[config.mk]
export PLATFORM = sky130hd
export DESIGN_NAME = brcond
export DESIGN_NICKNAME = d
export VERILOG_FILES = /design/src/design/ex_pkg.sv /design/src/design/brcond.sv
export SDC_FILE = /design/constraint.sdc
export NUM_CORES = 1
export LEC_CHECK = 0
export BUFFER_PORTS_ARGS = -buffer_cell sky130_fd_sc_hd__clkbuf_2
export CAP_MARGIN = 20
export CORE_AREA = 2 2 39 41
export DETAILED_ROUTE_END_ITERATION = 12
export DIE_AREA = 0 0 41 43
export PLACE_DENSITY_LB_ADDON = 0.15
export SYNTH_ARGS = -nofsm -noshare
export SYNTH_HDL_FRONTEND = slang
export SYNTH_SLANG_ARGS = --single-unit
[constraint.sdc]
create_clock -name vclk -period 1.1
set_clock_uncertainty 0.1 [all_clocks]
set_input_delay 0 -clock vclk [all_inputs]
set_output_delay 0 -clock vclk [all_outputs]
set_load 0.05 [all_outputs]
[src/design/ex_pkg.sv]
`default_nettype none

package ex_pkg;

  // Datapath widths
  localparam int data_w       = 64;
  localparam int reg_w        = 5;
  localparam int history_bits = 8;

  // Multiplier geometry: four 16-bit slices of the multiplier
  localparam int slice_w     = 16;
  localparam int mult_stages = 4;

  // ALU function select
  typedef enum logic [4:0] {
    alu_addq   = 5'h00,
    alu_subq   = 5'h01,
    alu_and    = 5'h02,
    alu_bic    = 5'h03,
    alu_bis    = 5'h04,
    alu_ornot  = 5'h05,
    alu_xor    = 5'h06,
    alu_eqv    = 5'h07,
    alu_srl    = 5'h08,
    alu_sll    = 5'h09,
    alu_sra    = 5'h0a,
    alu_cmpult = 5'h0b,
    alu_cmpeq  = 5'h0c,
    alu_cmpule = 5'h0d,
    alu_cmplt  = 5'h0e,
    alu_cmple  = 5'h0f
  } alu_func_t;

  // Branch outcome reported on writeback
  typedef enum logic [1:0] {
    br_none      = 2'b00,
    br_taken     = 2'b01,
    br_not_taken = 2'b10,
    br_halt      = 2'b11
  } br_result_t;

  // Primary opcode, IR[31:26]; unnamed codes are legal too
  typedef enum logic [5:0] {
    intop_grp = 6'h10,
    mul_grp   = 6'h13,
    jsr_grp   = 6'h1a,
    br_inst   = 6'h30,
    bsr_inst  = 6'h34
  } opcode_t;

  localparam logic [31:0] halt_instruction = 32'h0000_0555;

endpackage

`default_nettype wire

[src/design/brcond.sv]
`timescale 1ns/1ps
`default_nettype none

module brcond (
  input  wire logic [ex_pkg::data_w-1:0] opa,
  input  wire logic [2:0]                func,
  output logic                           cond
);

  import ex_pkg::*;

  logic is_zero;
  logic is_neg;
  logic raw;

  assign is_zero = opa == '0;
  assign is_neg  = opa[data_w-1];

  always_comb begin
    case (func[1:0])
      2'b00:   raw = ~opa[0];
      2'b01:   raw = is_zero;
      2'b10:   raw = is_neg;
      default: raw = is_neg | is_zero;
    endcase
  end

  // Bit 2 selects the inverted sense (bne, bge, bgt, blbs)
  assign cond = raw ^ func[2];

endmodule

`default_nettype wire

## Word level (Yosys, flattened, before mapping)

Index checks and enable logic that the tools add are counted.

| word-level totals | value |
|---|---|
| bits in registers | 0 |
| bits in latches | 0 |
| RAM bits | 0 |
| memory bits (read-only) | 0 |
| input bits | 67 |
| output and inout bits | 1 |
| word-level logic and storage cells | 8 |
| memories | 0 |

| cells by class | value |
|---|---|
| add/sub/neg operators | 0 |
| multiply operators | 0 |
| divide/modulo/power cells | 0 |
| $lt $le $gt $ge | 0 |
| eq/ne operators | 2 |
| shifts and indexed selects | 0 |
| muxes and demuxes | 1 |
| bitwise logic cells | 3 |
| reduce and logical (&&, ||, !) cells | 2 |

Operators with widths:

| operator | count |
|---|---|
| zero test 64 bit | 1 |
| one-hot mux 1 bit (3 select lines) | 1 |
| == test 2 x 1 -> 1 bit, second input constant | 1 |
| == test 2 bit, second input constant | 1 |
| zero test 2 bit | 1 |
| inverter 1 bit | 1 |
| OR 1 bit | 1 |
| XOR 1 bit | 1 |

## Logic depth before layout (Yosys ltp)

| depth | value |
|---|---|
| depth after elaboration | 4 |
| mapped depth | 5 |
| depth with buffers taken out | 5 |

## Worst setup path after synthesis

OpenSTA, ideal clock, no wires.

| timing | value |
|---|---|
| path kind | input-to-output |
| start point | input port opa[32] in the netlist's numbering |
| end point | output port cond |
| arrival | 1774 ps |
| required time | 1000 ps |
| path slack | -774 ps |
| stages | 5 |
| path buffers | 0 |
| path through | nor4_2 > nand4_1 > or4_1 > o21ai_2 > xor2_1 |

| on the way | value |
|---|---|
| cells in the longest elaborated chain, start to end | 4 |

Ends and longest elaborated chain:

| what | line | RTL |
|---|---|---|
| from (decl) | brcond.sv:5 | `input wire logic [ex_pkg::data_w-1:0] opa,` |
| zero test 64 bit (*) | brcond.sv:16 | `assign is_zero = opa == '0;` |
| OR 1 bit | brcond.sv:24 | `default: raw = is_neg \| is_zero;` |
| one-hot mux 1 bit (3 select lines) (*) | brcond.sv:20 | `case (func[1:0])` |
| XOR 1 bit (*) | brcond.sv:29 | `assign cond = raw ^ func[2];` |
| to (decl) | brcond.sv:7 | `output logic cond` |

Every way passes the cells marked *; elsewhere a longest branch is shown, timed or not.

## Worst setup path after layout

| timing | value |
|---|---|
| start point | input port opa[12] in the netlist's numbering |
| end point | output port cond |

Same word-level chain as after synthesis.

==> metrics.md <==
| Metric | Value |
|---|---|
| # rows | 14 |
| Final antenna-violating net count | 0 |
| WL/cell | 10.2 microns |
| Cell area after layout | 704 sq um |
| Final Critical Period | 1.64 ns |
| Slew headroom | 84.4% |
| DIE AREA | 1760 sq um |
| Layout Nets | 167 |
| Via count | 519 |
| Hold buffers post-CTS | 0 |
| Combinational share of power | 100.0% |
| Ports | 68 |
| Final hold slack | 0.242 ns |
| Required @ worst endpoint | 1.00 ns |
| DRT Pass-1 Iters | 2 |
| Hold Path Class | primary input to primary output |
| Register area share after synthesis | 0% |
| Max-cap violation count | 0 |
| Switching fraction of total power | 40.5% |
| Worst-Margin Slew | 0.232 ns |
| Count of different cell masters after synthesis | 12 |
| Clock power share | 0% |
| Initial antenna violation count | 0 |
| CP Capture Type | primary output |
| Mapped Area | 186 sq um |
| Seq Cell Count | 0 |
| CP Launch Point | opa[12] |
| Cells after DPL | 114 |
| Non-Filler Instances | 114 |
| P_leak | 0.343 nW |
| Post-CTS Setup Bufs | 0 |
| Finish-stage setup viols | 1 |
| Failing checks | setup timing |
| Synth Instances | 27 |
| Internal power | 0.135 mW |
| Die H | 43 microns |
| Core area | 1380 sq um |
| Layout cells sized above 1 | 86.7% |
| Leading area contributor after synthesis | nor4_1 |
| Worst EP arrival | 1.54 ns |
| Net Count, Synth | 94 |
| Outcome | finished with violations |
| Fin. Hold Viols | 0 |
| Leading cell types in the layout, fill and taps excluded | 64 x clkbuf_2, 7 x nor4_2, 4 x nor4_1 |
| GR Util All Layers | 12.6% |
| Synth-to-Final Area Change | 278% |
| Register area | 0 sq um |
| Most common cell after layout, fill and taps aside | clkbuf_2 |
| Largest net degree at the start of global routing | 3 |
| Routed WL | 1.16 mm |
| Post-DP HPWL | 1.03 mm |
| P_sw | 0.0919 mW |
| Worst slack, placed | -0.737 ns |
| Critical path capture point | cond |
| Worst setup margin | -0.542 ns |
| Port Buffers | 68 |
| Gp weighted congestion | 0.611 |
| Synth top area share | 36.9% |
| Grt ovf | 0 |
| Maximum clock frequency | 609 MHz |
| Area after DPL | 588 sq um |
| Max rail drop VDD | 0.0997 mV |
| First-pass GRT wire length | 1.66 mm |
| Post-DR vias/cell | 4.55 |
| TNS Setup | -0.542 ns |
| Clock buf count | 0 |
| Initial core utilization | 13.5% |
| Crit Path Class | primary input to primary output |
| Flop pwr share | 0% |
| Max Slew Vio Count | 0 |
| Avg Inst Size Synth | 6.90 sq um |
| Crit path max fanout | 1 |
| Pwr dens | 322 nW/um^2 |
| CP Launch Type | primary input |
| Unrepaired setup endpoints after global routing | yes |
| DRC Markers | 0 |
| FILL cells | 148 |
| N_diodes | 0 |
| Fin crit share | 149% |
| Synth area leaders | nor4_1 37%, nor4_2 20%, nand4_1 10% |
| 1st-iter DRT viols | 2 |
| Vias in the first global route | 460 |
| Die Width | 41 microns |
| Synth warn | 0 |
-- worst min-delay path by stage --
| stage | cells past startpoint | from | slack [ns] | endpoint |
|---|---|---|---|---|
| floorplan | 1 | func[2] | 0.03 | cond |
| global placement | 3 | func[2] | 0.34 | cond |
| detailed placement | 3 | func[2] | 0.34 | cond |
| CTS | 3 | func[2] | 0.28 | cond |
| global route | 3 | func[2] | 0.25 | cond |
| finish | 3 | func[2] | 0.24 | cond |
-- cell usage after synthesis, drive strengths merged --
cell type	instances
o21ai	1
nor2	1
nand3	1
or4	1
nand2	1
nor4b	1
nor4	14
nand4	3
xor2	1
a21oi	1
nor3	2
-- kinds of logic after synthesis --
group	count (synthesis)	share of synthesized area [%]
compound gates	2	7.38
xor+xnor	1	4.70
simple gates	24	87.9
-- per-layer routing --
layer  GRT usage [%]  part of all wire, %
met1            13.6                   31
met2            25.6                   56
met3           0.524                   13
met4               0                    0
met5               0                    0
-- power groups by stage --
stage / Clock (mW) / Combinational [mW] / Sequential [mW]
floorplan: 0 / 0.0449 / 0
global placement: 0 / 0.178 / 0
detailed placement: 0 / 0.181 / 0
CTS: 0 / 0.203 / 0
global route: 0 / 0.245 / 0
finish: 0 / 0.227 / 0
-- repair_timing --
item / 4_1_cts / 5_1_grt
pin swaps: 4 / 7
gates resized for setup: 10 / 9
endpoints found under the setup margin: 1 / 1
gates cloned: 0 / 0
-- area by class of cell --
class | instances | area (sq um) | area share [%]
Tap cell | 16 | 20.0 | 2.84
Timing Repair Buffer | 71 | 392 | 55.6
Multi-Input combinational cell | 27 | 293 | 41.6
-- critical path, cell delays in order --
cell      delay, ns
clkbuf_2       0.11
nor4_4         0.26
nand4_1        0.12
or4_4          0.54
o21ai_4        0.19
xor2_4         0.16
buf_8          0.16
-- through the flow --
| step | power, mW | utilization [%] |
|---|---|---|
| after CTS | 0.203 | 46.7 |
| after global routing | 0.245 | 50.9 |
| after global placement | 0.178 | 42.5 |
| after detailed placement | 0.181 | 42.5 |
| final | 0.227 | 50.9 |
| after floorplan | 0.0449 | - |
Power figures use the tool's default switching activity.
