==> src/design/ex_pkg.sv <==
`default_nettype none

package ex_pkg;

  // Datapath widths
  localparam int data_w       = 64;
  localparam int reg_w        = 5;
  localparam int history_bits = 8;

  // Multiplier geometry: four 16-bit slices of the multiplier
  localparam int slice_w     = 16;
  localparam int mult_stages = 4;

  // ALU function select
  typedef enum logic [4:0] {
    alu_addq   = 5'h00,
    alu_subq   = 5'h01,
    alu_and    = 5'h02,
    alu_bic    = 5'h03,
    alu_bis    = 5'h04,
    alu_ornot  = 5'h05,
    alu_xor    = 5'h06,
    alu_eqv    = 5'h07,
    alu_srl    = 5'h08,
    alu_sll    = 5'h09,
    alu_sra    = 5'h0a,
    alu_cmpult = 5'h0b,
    alu_cmpeq  = 5'h0c,
    alu_cmpule = 5'h0d,
    alu_cmplt  = 5'h0e,
    alu_cmple  = 5'h0f
  } alu_func_t;

  // Branch outcome reported on writeback
  typedef enum logic [1:0] {
    br_none      = 2'b00,
    br_taken     = 2'b01,
    br_not_taken = 2'b10,
    br_halt      = 2'b11
  } br_result_t;

  // Primary opcode, IR[31:26]; unnamed codes are legal too
  typedef enum logic [5:0] {
    intop_grp = 6'h10,
    mul_grp   = 6'h13,
    jsr_grp   = 6'h1a,
    br_inst   = 6'h30,
    bsr_inst  = 6'h34
  } opcode_t;

  localparam logic [31:0] halt_instruction = 32'h0000_0555;

endpackage

`default_nettype wire

==> src/design/ex_arbiter.sv <==
`timescale 1ns/1ps
`default_nettype none

module ex_arbiter (
  input  wire logic [31:0]                     ir,
  input  wire logic                            alu_valid,
  input  wire logic [ex_pkg::data_w-1:0]       alu_result,
  input  wire logic [ex_pkg::data_w-1:0]       alu_npc,
  input  wire logic [ex_pkg::reg_w-1:0]        alu_dest,
  input  wire logic                            br_valid,
  input  wire logic                            br_taken,
  input  wire logic                            br_mispredict,
  input  wire logic [ex_pkg::history_bits-1:0] pht_idx,
  input  wire logic                            mult_valid,
  input  wire logic [ex_pkg::data_w-1:0]       mult_result,
  input  wire logic [ex_pkg::data_w-1:0]       mult_npc,
  input  wire logic [ex_pkg::reg_w-1:0]        mult_dest,
  input  wire logic                            mem_valid,
  input  wire logic [ex_pkg::reg_w-1:0]        mem_tag,
  input  wire logic [ex_pkg::data_w-1:0]       mem_value,
  output logic                                 stall_alu,
  output logic                                 stall_mult,
  output logic                                 wb_valid,
  output logic      [ex_pkg::data_w-1:0]       wb_npc,
  output logic      [ex_pkg::reg_w-1:0]        wb_dest,
  output logic      [ex_pkg::data_w-1:0]       wb_result,
  output logic      [ex_pkg::data_w-1:0]       wb_cpc,
  output logic                                 wb_mispredict,
  output ex_pkg::br_result_t                   wb_br_result,
  output logic      [ex_pkg::history_bits-1:0] wb_pht_idx
);

  import ex_pkg::*;

  opcode_t opcode;
  logic    writes_link;

  assign opcode      = opcode_t'(ir[31:26]);
  assign writes_link = (opcode == jsr_grp) || (opcode == bsr_inst);

  assign wb_pht_idx = pht_idx;

  // Fixed priority: memory, then multiplier, then ALU/branch
  always_comb begin
    stall_mult    = 1'b0;
    stall_alu     = 1'b0;
    wb_mispredict = 1'b0;
    wb_br_result  = br_none;
    if (mem_valid) begin
      // A finished product waits in its stage
      stall_mult = mult_valid;
      stall_alu  = 1'b1;
      wb_valid   = 1'b1;
      wb_npc     = mult_npc;
      wb_dest    = mem_tag;
      wb_result  = mem_value;
      wb_cpc     = mem_value;
    end else if (mult_valid) begin
      stall_alu = 1'b1;
      wb_valid  = 1'b1;
      wb_npc    = mult_npc;
      wb_dest   = mult_dest;
      wb_result = mult_result;
      wb_cpc    = mult_result;
    end else begin
      wb_npc  = alu_npc;
      wb_dest = alu_dest;
      wb_cpc  = alu_result;
      if (br_valid) begin
        wb_valid      = 1'b1;
        wb_mispredict = br_mispredict;
        // The port br_taken hides the enum value of the same name
        wb_br_result  = br_taken ? ex_pkg::br_taken : br_not_taken;
        // Subroutine calls write the return address
        wb_result     = writes_link ? alu_npc : alu_result;
      end else begin
        wb_valid     = alu_valid;
        wb_br_result = (ir == halt_instruction) ? br_halt : br_none;
        wb_result    = alu_result;
      end
    end
  end

  always_comb begin
    a_stall_mult_mem: assert (!stall_mult || mem_valid)
      else $error("stall_mult raised without a memory return");
  end

endmodule

`default_nettype wire

==> config.mk <==
export PLATFORM = sky130hd
export DESIGN_NAME = ex_arbiter
export DESIGN_NICKNAME = d
export VERILOG_FILES = /design/src/design/ex_pkg.sv /design/src/design/ex_arbiter.sv
export SDC_FILE = /design/constraint.sdc
export NUM_CORES = 1
export LEC_CHECK = 0
export ABC_CLOCK_PERIOD_IN_PS = 1060
export BUFFER_PORTS_ARGS = -buffer_cell sky130_fd_sc_hd__buf_2
export CELL_PAD_IN_SITES_DETAIL_PLACEMENT = 1
export CELL_PAD_IN_SITES_GLOBAL_PLACEMENT = 2
export CORE_AREA = 2 2 232 234
export DETAILED_ROUTE_END_ITERATION = 8
export DIE_AREA = 0 0 234 236
export PLACE_DENSITY = 0.59
export SYNTH_ARGS = -nofsm -noshare
export SYNTH_HDL_FRONTEND = slang
export SYNTH_SLANG_ARGS = --single-unit
==> constraint.sdc <==
create_clock -name vclk -period 1.06
set_input_delay 0 -clock vclk [all_inputs]
set_output_delay 0 -clock vclk [all_outputs]
set_load 0.005 [all_outputs]
# [After elaboration in Yosys (flattened, before gate mapping)]
# Cells that the tools add are included.
# Widths: inputs -> output; s select.
[word_totals] reg_bits=0 input_bits=381 out_inout_bits=211 elab_cells=28
[classes] n_eq_ne=3 mux=24 n_reduce_logical=1
[op_table] cell="$mux 64" n=8
[op_table] cell="$eq 32x11->1 const B" n=1
[op_table] cell="$mux 2" n=5
[op_table] cell="$mux 5" n=2
[op_table] cell="$mux 1" n=9
[op_table] cell="$eq 6x5->1 const B" n=1
[op_table] cell="$eq 6x6->1 const B" n=1
[op_table] cell="$logic_or 1x1->1" n=1

# [Logic depth before layout (Yosys ltp)]
# Gate-level depths: netlist (run 1).
[logic_depth] ltp_word=6 mapped_depth=7 ltp_nobuf=4

# [Least setup slack after synthesis (run 1)]
# OpenSTA, ideal clock, no wires.
[synth_path] path_type="input-to-output" startpoint="in ir[29]" endpoint="out wb_result[53] (netlist bit)" t_arrival_ns=0.988 slack_ns=0.072 cell_stages=6 path_buffers=3 path_cell_list="and4bb_1 o2111ai_2 buf_6 buf_12 buf_6 o211ai_2"
[synth_between] elab_chain_cells=6 elab_cells_between_ends=7 cone_classes="eq/ne: 2; mux: 4; reduce/logical: 1"
[synth_lines] item="start, declared" line="ex_arbiter.sv:5" rtl="input wire logic [31:0] ir,"
[synth_lines] item="$eq 6x5->1 or $eq 6x6->1 (tied branches)" line="ex_arbiter.sv:39" rtl="assign writes_link = (opcode == jsr_grp) || (opcode == bsr_inst);"
[synth_lines] item="$logic_or 1x1->1 (*)" line="ex_arbiter.sv:39"
[synth_lines] item="$mux 64 (*)" line="ex_arbiter.sv:75" rtl="wb_result = writes_link ? alu_npc : alu_result;"
[synth_lines] item="$mux 64 (*)" line="ex_arbiter.sv:69" rtl="if (br_valid) begin"
[synth_lines] item="$mux 64 (*)" line="ex_arbiter.sv:58" rtl="end else if (mult_valid) begin"
[synth_lines] item="$mux 64 (*)" line="ex_arbiter.sv:49" rtl="if (mem_valid) begin"
[synth_lines] item="end, declared" line="ex_arbiter.sv:26" rtl="output logic [ex_pkg::data_w-1:0] wb_result,"
# Every way passes the cells marked *; elsewhere a longest branch is shown, timed or not.

# [Worst setup path after layout (run 1)]
[layout_path] startpoint="in ir[28]" endpoint="out wb_result[0] (netlist bit)"
# Same word-level chain as after synthesis.

==> impl_metrics.py, run 1 <==
metrics = {
    "place": {
        "routabilityCongestion": 0.886,
        "port_buffers": 576,
        "postPlaceCellArea_um2": 7400,
        "hpwl_um": 28100,
    },
    "grt": {
        "grt_pass1_wl_um": 50700,
        "grt_antenna_before_repair": 1,
        "grt_max_degree": 40,
        "grt-ovfl-total": 0,
        "grt_use_met2_pct": 23.7,
        "met3_usage_pct": 1.93,
        "grt-busiest-layer": "met2",
        "grt_usage_pct": 12.4,
        "grt_use_met1_pct": 14.8,
        "first_global_vias": 7650,
    },
    "sta": {
        "tns_ns": -23.69,
        "hold_viol": 0,
        "maxSlewHeadroom_pct": 69.0,
        "timing.final.ws_setup_ns": -0.387,
        "clock.fmax_mhz": 691,
        "finalCritPeriodShare_pct": 137,
        "worst_pin_slew_ns": 0.461,
        "slew_viol_final": 0,
        "fin_crit_ns": 1.45,
        "setup_viol_count_final": 161,
        "hold_ws_ns": 0.00000229,
        "rsz0062_at_grt": "yes",
    },
    "synth": {
        "ys_types": 28,
        "postSynthAreaPerCell_um2": 5.27,
        "synth_top_area_share_pct": 37.9,
        "syn_area_um2": 3250,
        "yosysTopAreaCell": "nand2_1",
        "netlist_top_cells_area": "nand2_1, a22oi_1, mux2i_1",
        "synthCells": 618,
        "synth_warnings": 0,
        "syn_nets": 999,
        "ys_seq_area_share_pct": 0,
    },
    "worst_setup_path": {
        "crit_required_ns": 1.06,
        "worstSetupPathType": "in -> out",
        "arrival_ns": 1.45,
        "worstSetupEndpointType": "output port",
        "cp-start-kind": "primary input",
        "worstPathMaxFanout": 23,
    },
    "floorplan": {
        "die_x_um": 234,
        "core_area_um2": 53100,
        "start_util_pct": 6.13,
        "pin_count": 592,
        "num_rows": 85,
        "dieArea_um2": 55200,
        "die_h_um": 236,
    },
    "worst_hold_path": {
        "hold_end": "wb_pht_idx[0]",
        "hold_start": "pht_idx[0]",
        "min_path_type": "in -> out",
        "hold_depth": 0,
    },
    "routing": {
        "vias": 7224,
        "ant_nets": 0,
        "via_per_inst": 3.70,
        "first_pass_iters": 4,
        "drt-total-wl_um": 37500,
        "dr.first_iter.drc_count": 135,
        "drc_errors": 0,
        "routedWlPerCell_um": 19.2,
    },
    "power": {
        "finalPower_uw": 4310,
        "power_density_nw_per_um2": 440,
        "ir_worst_vdd_v": 0.000125,
        "p_leak_uw": 0.00526,
    },
    "finish": {
        "fin_util_pct": 18.5,
        "drive_gt1_share_pct": 74.3,
        "final_cell_area_um2": 9810,
        "nClkBuffers": 0,
        "register_area_um2": 0,
        "layout.nets": 1641,
        "n_sequential_cell": 0,
        "areaGrowthSynthToFinish_pct": 201,
    },
    "status": {
        "violations": "negative setup slack",
        "status": "finished with violations",
    },
    "flow_run": {
        "cap_violations": 0,
    },
}
[area by class of cell]
class                           count  area, um2
Antenna cell                        1       2.50
Inverter                            2       33.8
Fill cell                        6592      43300
Timing Repair inverter              1       16.3
Tap cell                          696        871
Timing Repair Buffer              702       4980
Multi-Input combinational cell    553       3910
[synth_stat cells, drive strengths merged]
master and n:
nand2 329, a22oi 64, buf 46, nand3 36, o211ai 35, o21ai 35
mux2i 34, clkbuf 17, nor4 4, and3 3, and4bb 2, inv 2
nor4b 2, nor4bb 2, and2 1, nand2b 1, nand4 1, nor2 1
nor2b 1, o2111ai 1, or3 1
[cells in the final DEF, fill, tap and decap left out, drive strengths merged]
cell     netlist  routed
clkbuf        17       1
nand4          1       1
nor4b          2       2
o2111ai        1       1
nand2b         1       1
or3            1       1
diode          0       1
o21ai         35      35
inv            2       2
and2           1       1
nor2b          1       1
mux2i         34      34
clkinv         0       1
nor4bb         2       2
and4bb         2       2
and3           3       3
nand3         36      36
buf           46     701
nor2           1       1
nor4           4       4
a22oi         64      64
nand2        329     329
o211ai        35      35
[cell families after synthesis]
family                 synth area share, %
buffers and inverters                 11.4
AND/OR/NAND/NOR                       47.9
multiplexers                          10.5
AO/OA/AOI/OAI                         30.2
[repair_timing]
action / 4_1_cts / 5_1_grt
setup endpoints to repair: 143 / 191
pin swaps: 75 / 64
cloned: 23 / 1
buffers inserted: 28 / 16
hold buffers: 0 / 0
resized for setup: 225 / 218
[per-layer routing]
metal,vias to the layer above,wire (um),share of wire [%]
met5,-,0,0
met4,0,535,1.4
met3,18,2560,6.8
met2,359,19300,52
met1,3416,15100,40
li1,3431,-,-
[critical path, cell delays in order]
cell       delay (ns)
buf_6            0.10
and4bb_1         0.22
o2111ai_4        0.28
buf_12           0.19
buf_16           0.19
mux2i_1          0.22
o21ai_1          0.08
buf_2            0.13
[how the worst max path moves through the flow]
stage	cells past startpoint	slack, ns	end	from
2_1_floorplan	6	0.07	wb_result[53]	ir[29]
3_3_place_gp	8	-0.42	wb_result[25]	ir[28]
3_5_place_dp	8	-0.44	wb_result[25]	ir[28]
4_1_cts	8	-0.39	wb_result[6]	ir[28]
5_1_grt	8	-0.44	wb_result[1]	ir[27]
6_report	8	-0.39	wb_result[0]	ir[28]
[stage by stage]
step                      worst slack (ns)  std cells
after floorplan                     0.0724        618
after global placement              -0.418       1902
after detailed placement            -0.437       1902
after CTS                           -0.389       1952
after global routing                -0.445       1955
final                               -0.387       1955
[power by group]
part / leakage [uW] / total, uW / switching, uW / internal (uW)
Clock: 0.00000000634 / 0.000126 / 0 / 0.000126
Combinational: 0.00526 / 4310 / 2100 / 2210
Sequential: 0 / 0 / 0 / 0
Total: 0.00526 / 4310 / 2100 / 2210
(Power assumes the default switching activity.)
==> run 2, diff against run 1 <==
--- a/config.mk
+++ b/config.mk
@@ -12,7 +12,7 @@
 export CORE_AREA = 2 2 232 234
 export DETAILED_ROUTE_END_ITERATION = 8
 export DIE_AREA = 0 0 234 236
-export PLACE_DENSITY = 0.59
+export PLACE_DENSITY = 0.61
 export SYNTH_ARGS = -nofsm -noshare
 export SYNTH_HDL_FRONTEND = slang
 export SYNTH_SLANG_ARGS = --single-unit
==> impl_metrics.py, run 2 (synthesized netlist as in run 1, its figures left out) <==
metrics = {
    "status": {
        "status": "finished with violations",
        "violations": "negative setup slack",
    },
    "routing": {
        "drc_errors": 0,
        "first_pass_iters": 4,
        "ant_nets": 0,
        "via_per_inst": 3.70,
        "routedWlPerCell_um": 19.9,
        "drt-total-wl_um": 39400,
        "vias": 7333,
        "dr.first_iter.drc_count": 151,
    },
    "sta": {
        "maxSlewHeadroom_pct": 78.2,
        "rsz0062_at_grt": "yes",
        "hold_viol": 0,
        "timing.final.ws_setup_ns": -0.366,
        "hold_ws_ns": 0.00000201,
        "fin_crit_ns": 1.43,
        "worst_pin_slew_ns": 0.328,
        "tns_ns": -21.28,
        "clock.fmax_mhz": 701,
        "slew_viol_final": 0,
        "setup_viol_count_final": 125,
        "finalCritPeriodShare_pct": 135,
    },
    "grt": {
        "grt_max_degree": 27,
        "first_global_vias": 7591,
        "grt_antenna_before_repair": 0,
        "grt-ovfl-total": 0,
        "grt_pass1_wl_um": 51100,
        "grt_usage_pct": 12.6,
    },
    "power": {
        "p_leak_uw": 0.00558,
        "ir_worst_vdd_v": 0.000131,
        "power_density_nw_per_um2": 428,
    },
    "finish": {
        "layout.nets": 1668,
        "mostFrequentLayoutCells": "buf_2, nand2_1, nand2_2, buf_6, nand2_4",
        "areaGrowthSynthToFinish_pct": 225,
        "n_sequential_cell": 0,
        "drive_gt1_share_pct": 77.8,
        "register_area_um2": 0,
        "fill_cells": 6495,
        "n_antenna_cell": 0,
        "nClkBuffers": 0,
        "layout_commonest_cell": "buf_2",
    },
    "clock_network": {
        "cts_hold_buf": 0,
    },
    "worst_setup_path": {
        "crit_required_ns": 1.06,
        "worstSetupEndpointType": "output port",
        "max_stage_delay_ns": 0.30,
        "path_cells": "buf_8 -> and4bb_1 -> o2111ai_4 -> buf_12 -> buf_16 -> buf_8 -> o211ai_1 -> buf_2",
        "slowest_stage": "and4bb_1",
        "cp-start-kind": "primary input",
        "arrival_ns": 1.43,
        "worstSetupPathType": "in -> out",
        "crit_path_frequent_cell": "buf_8",
        "worstPathMaxFanout": 8,
    },
    "place": {
        "hpwl_um": 26800,
        "place_ws_ns": -0.475,
        "routabilityCongestion": 0.875,
        "port_buffers": 576,
    },
    "worst_hold_path": {
        "min_path_type": "in -> out",
    },
    "floorplan": {
        "die_h_um": 236,
        "dieArea_um2": 55200,
        "pin_count": 592,
        "die_x_um": 234,
        "num_rows": 85,
        "core_area_um2": 53100,
        "start_util_pct": 6.13,
    },
    "flow_run": {
        "cap_violations": 0,
    },
}
[run 2: what timing repair did]
item / in CTS / in global routing
resized for setup: 251 / 264
setup buffers: 25 / 27
cloned: 23 / 10
pin swaps: 124 / 100
endpoints found under the hold margin: 0 / 0
setup endpoints to repair: 151 / 189
[run 2: worst paths after layout]
kind / startpoint / endpoint / slack [ns] / cells past startpoint
min: pht_idx[5] / wb_pht_idx[5] / 0.000002 / 0
max: ir[29] / wb_result[41] / -0.37 / 8
[run 2: cell type report]
type | instances | area (um2) | area share [%]
Timing Repair Buffer | 730 | 5530 | 52.3
Multi-Input combinational cell | 553 | 4140 | 39.2
Tap cell | 696 | 871 | 8.24
Inverter | 2 | 23.8 | 0.225
[run 2: critical path, delay by kind of cell]
family	cells	cell delay, ns
AO/OA/AOI/OAI	2	0.35
AND/OR/NAND/NOR	1	0.30
buffers and inverters	5	0.76
[run 2: per-stage QoR]
stage	instances	utilization [%]	total power [uW]	instance area, um2
final	1981	19.9	4520	10600
after CTS	1955	17.5	3980	9260
after global routing	1981	19.9	4880	10600
after floorplan	618	-	1090	3250
after detailed placement	1911	14.1	3150	7490
after global placement	1911	14.1	3140	7490
[run 2: routing by layer]
layer / global-route usage, % / vias to the layer above / wire length (um)
li1: - / 3496 / -
met1: 14.2 / 3406 / 14500
met2: 24.6 / 390 / 21200
met3: 1.74 / 41 / 2640
met4: 2.82 / 0 / 1050
met5: 0 / - / 0
[run 2: where the power goes]
part           total, uW  leakage (uW)  internal [uW]  switching, uW
Clock                  0             0              0              0
Sequential             0             0              0              0
Combinational       4520       0.00558           2360           2160
Total               4520       0.00558           2360           2160
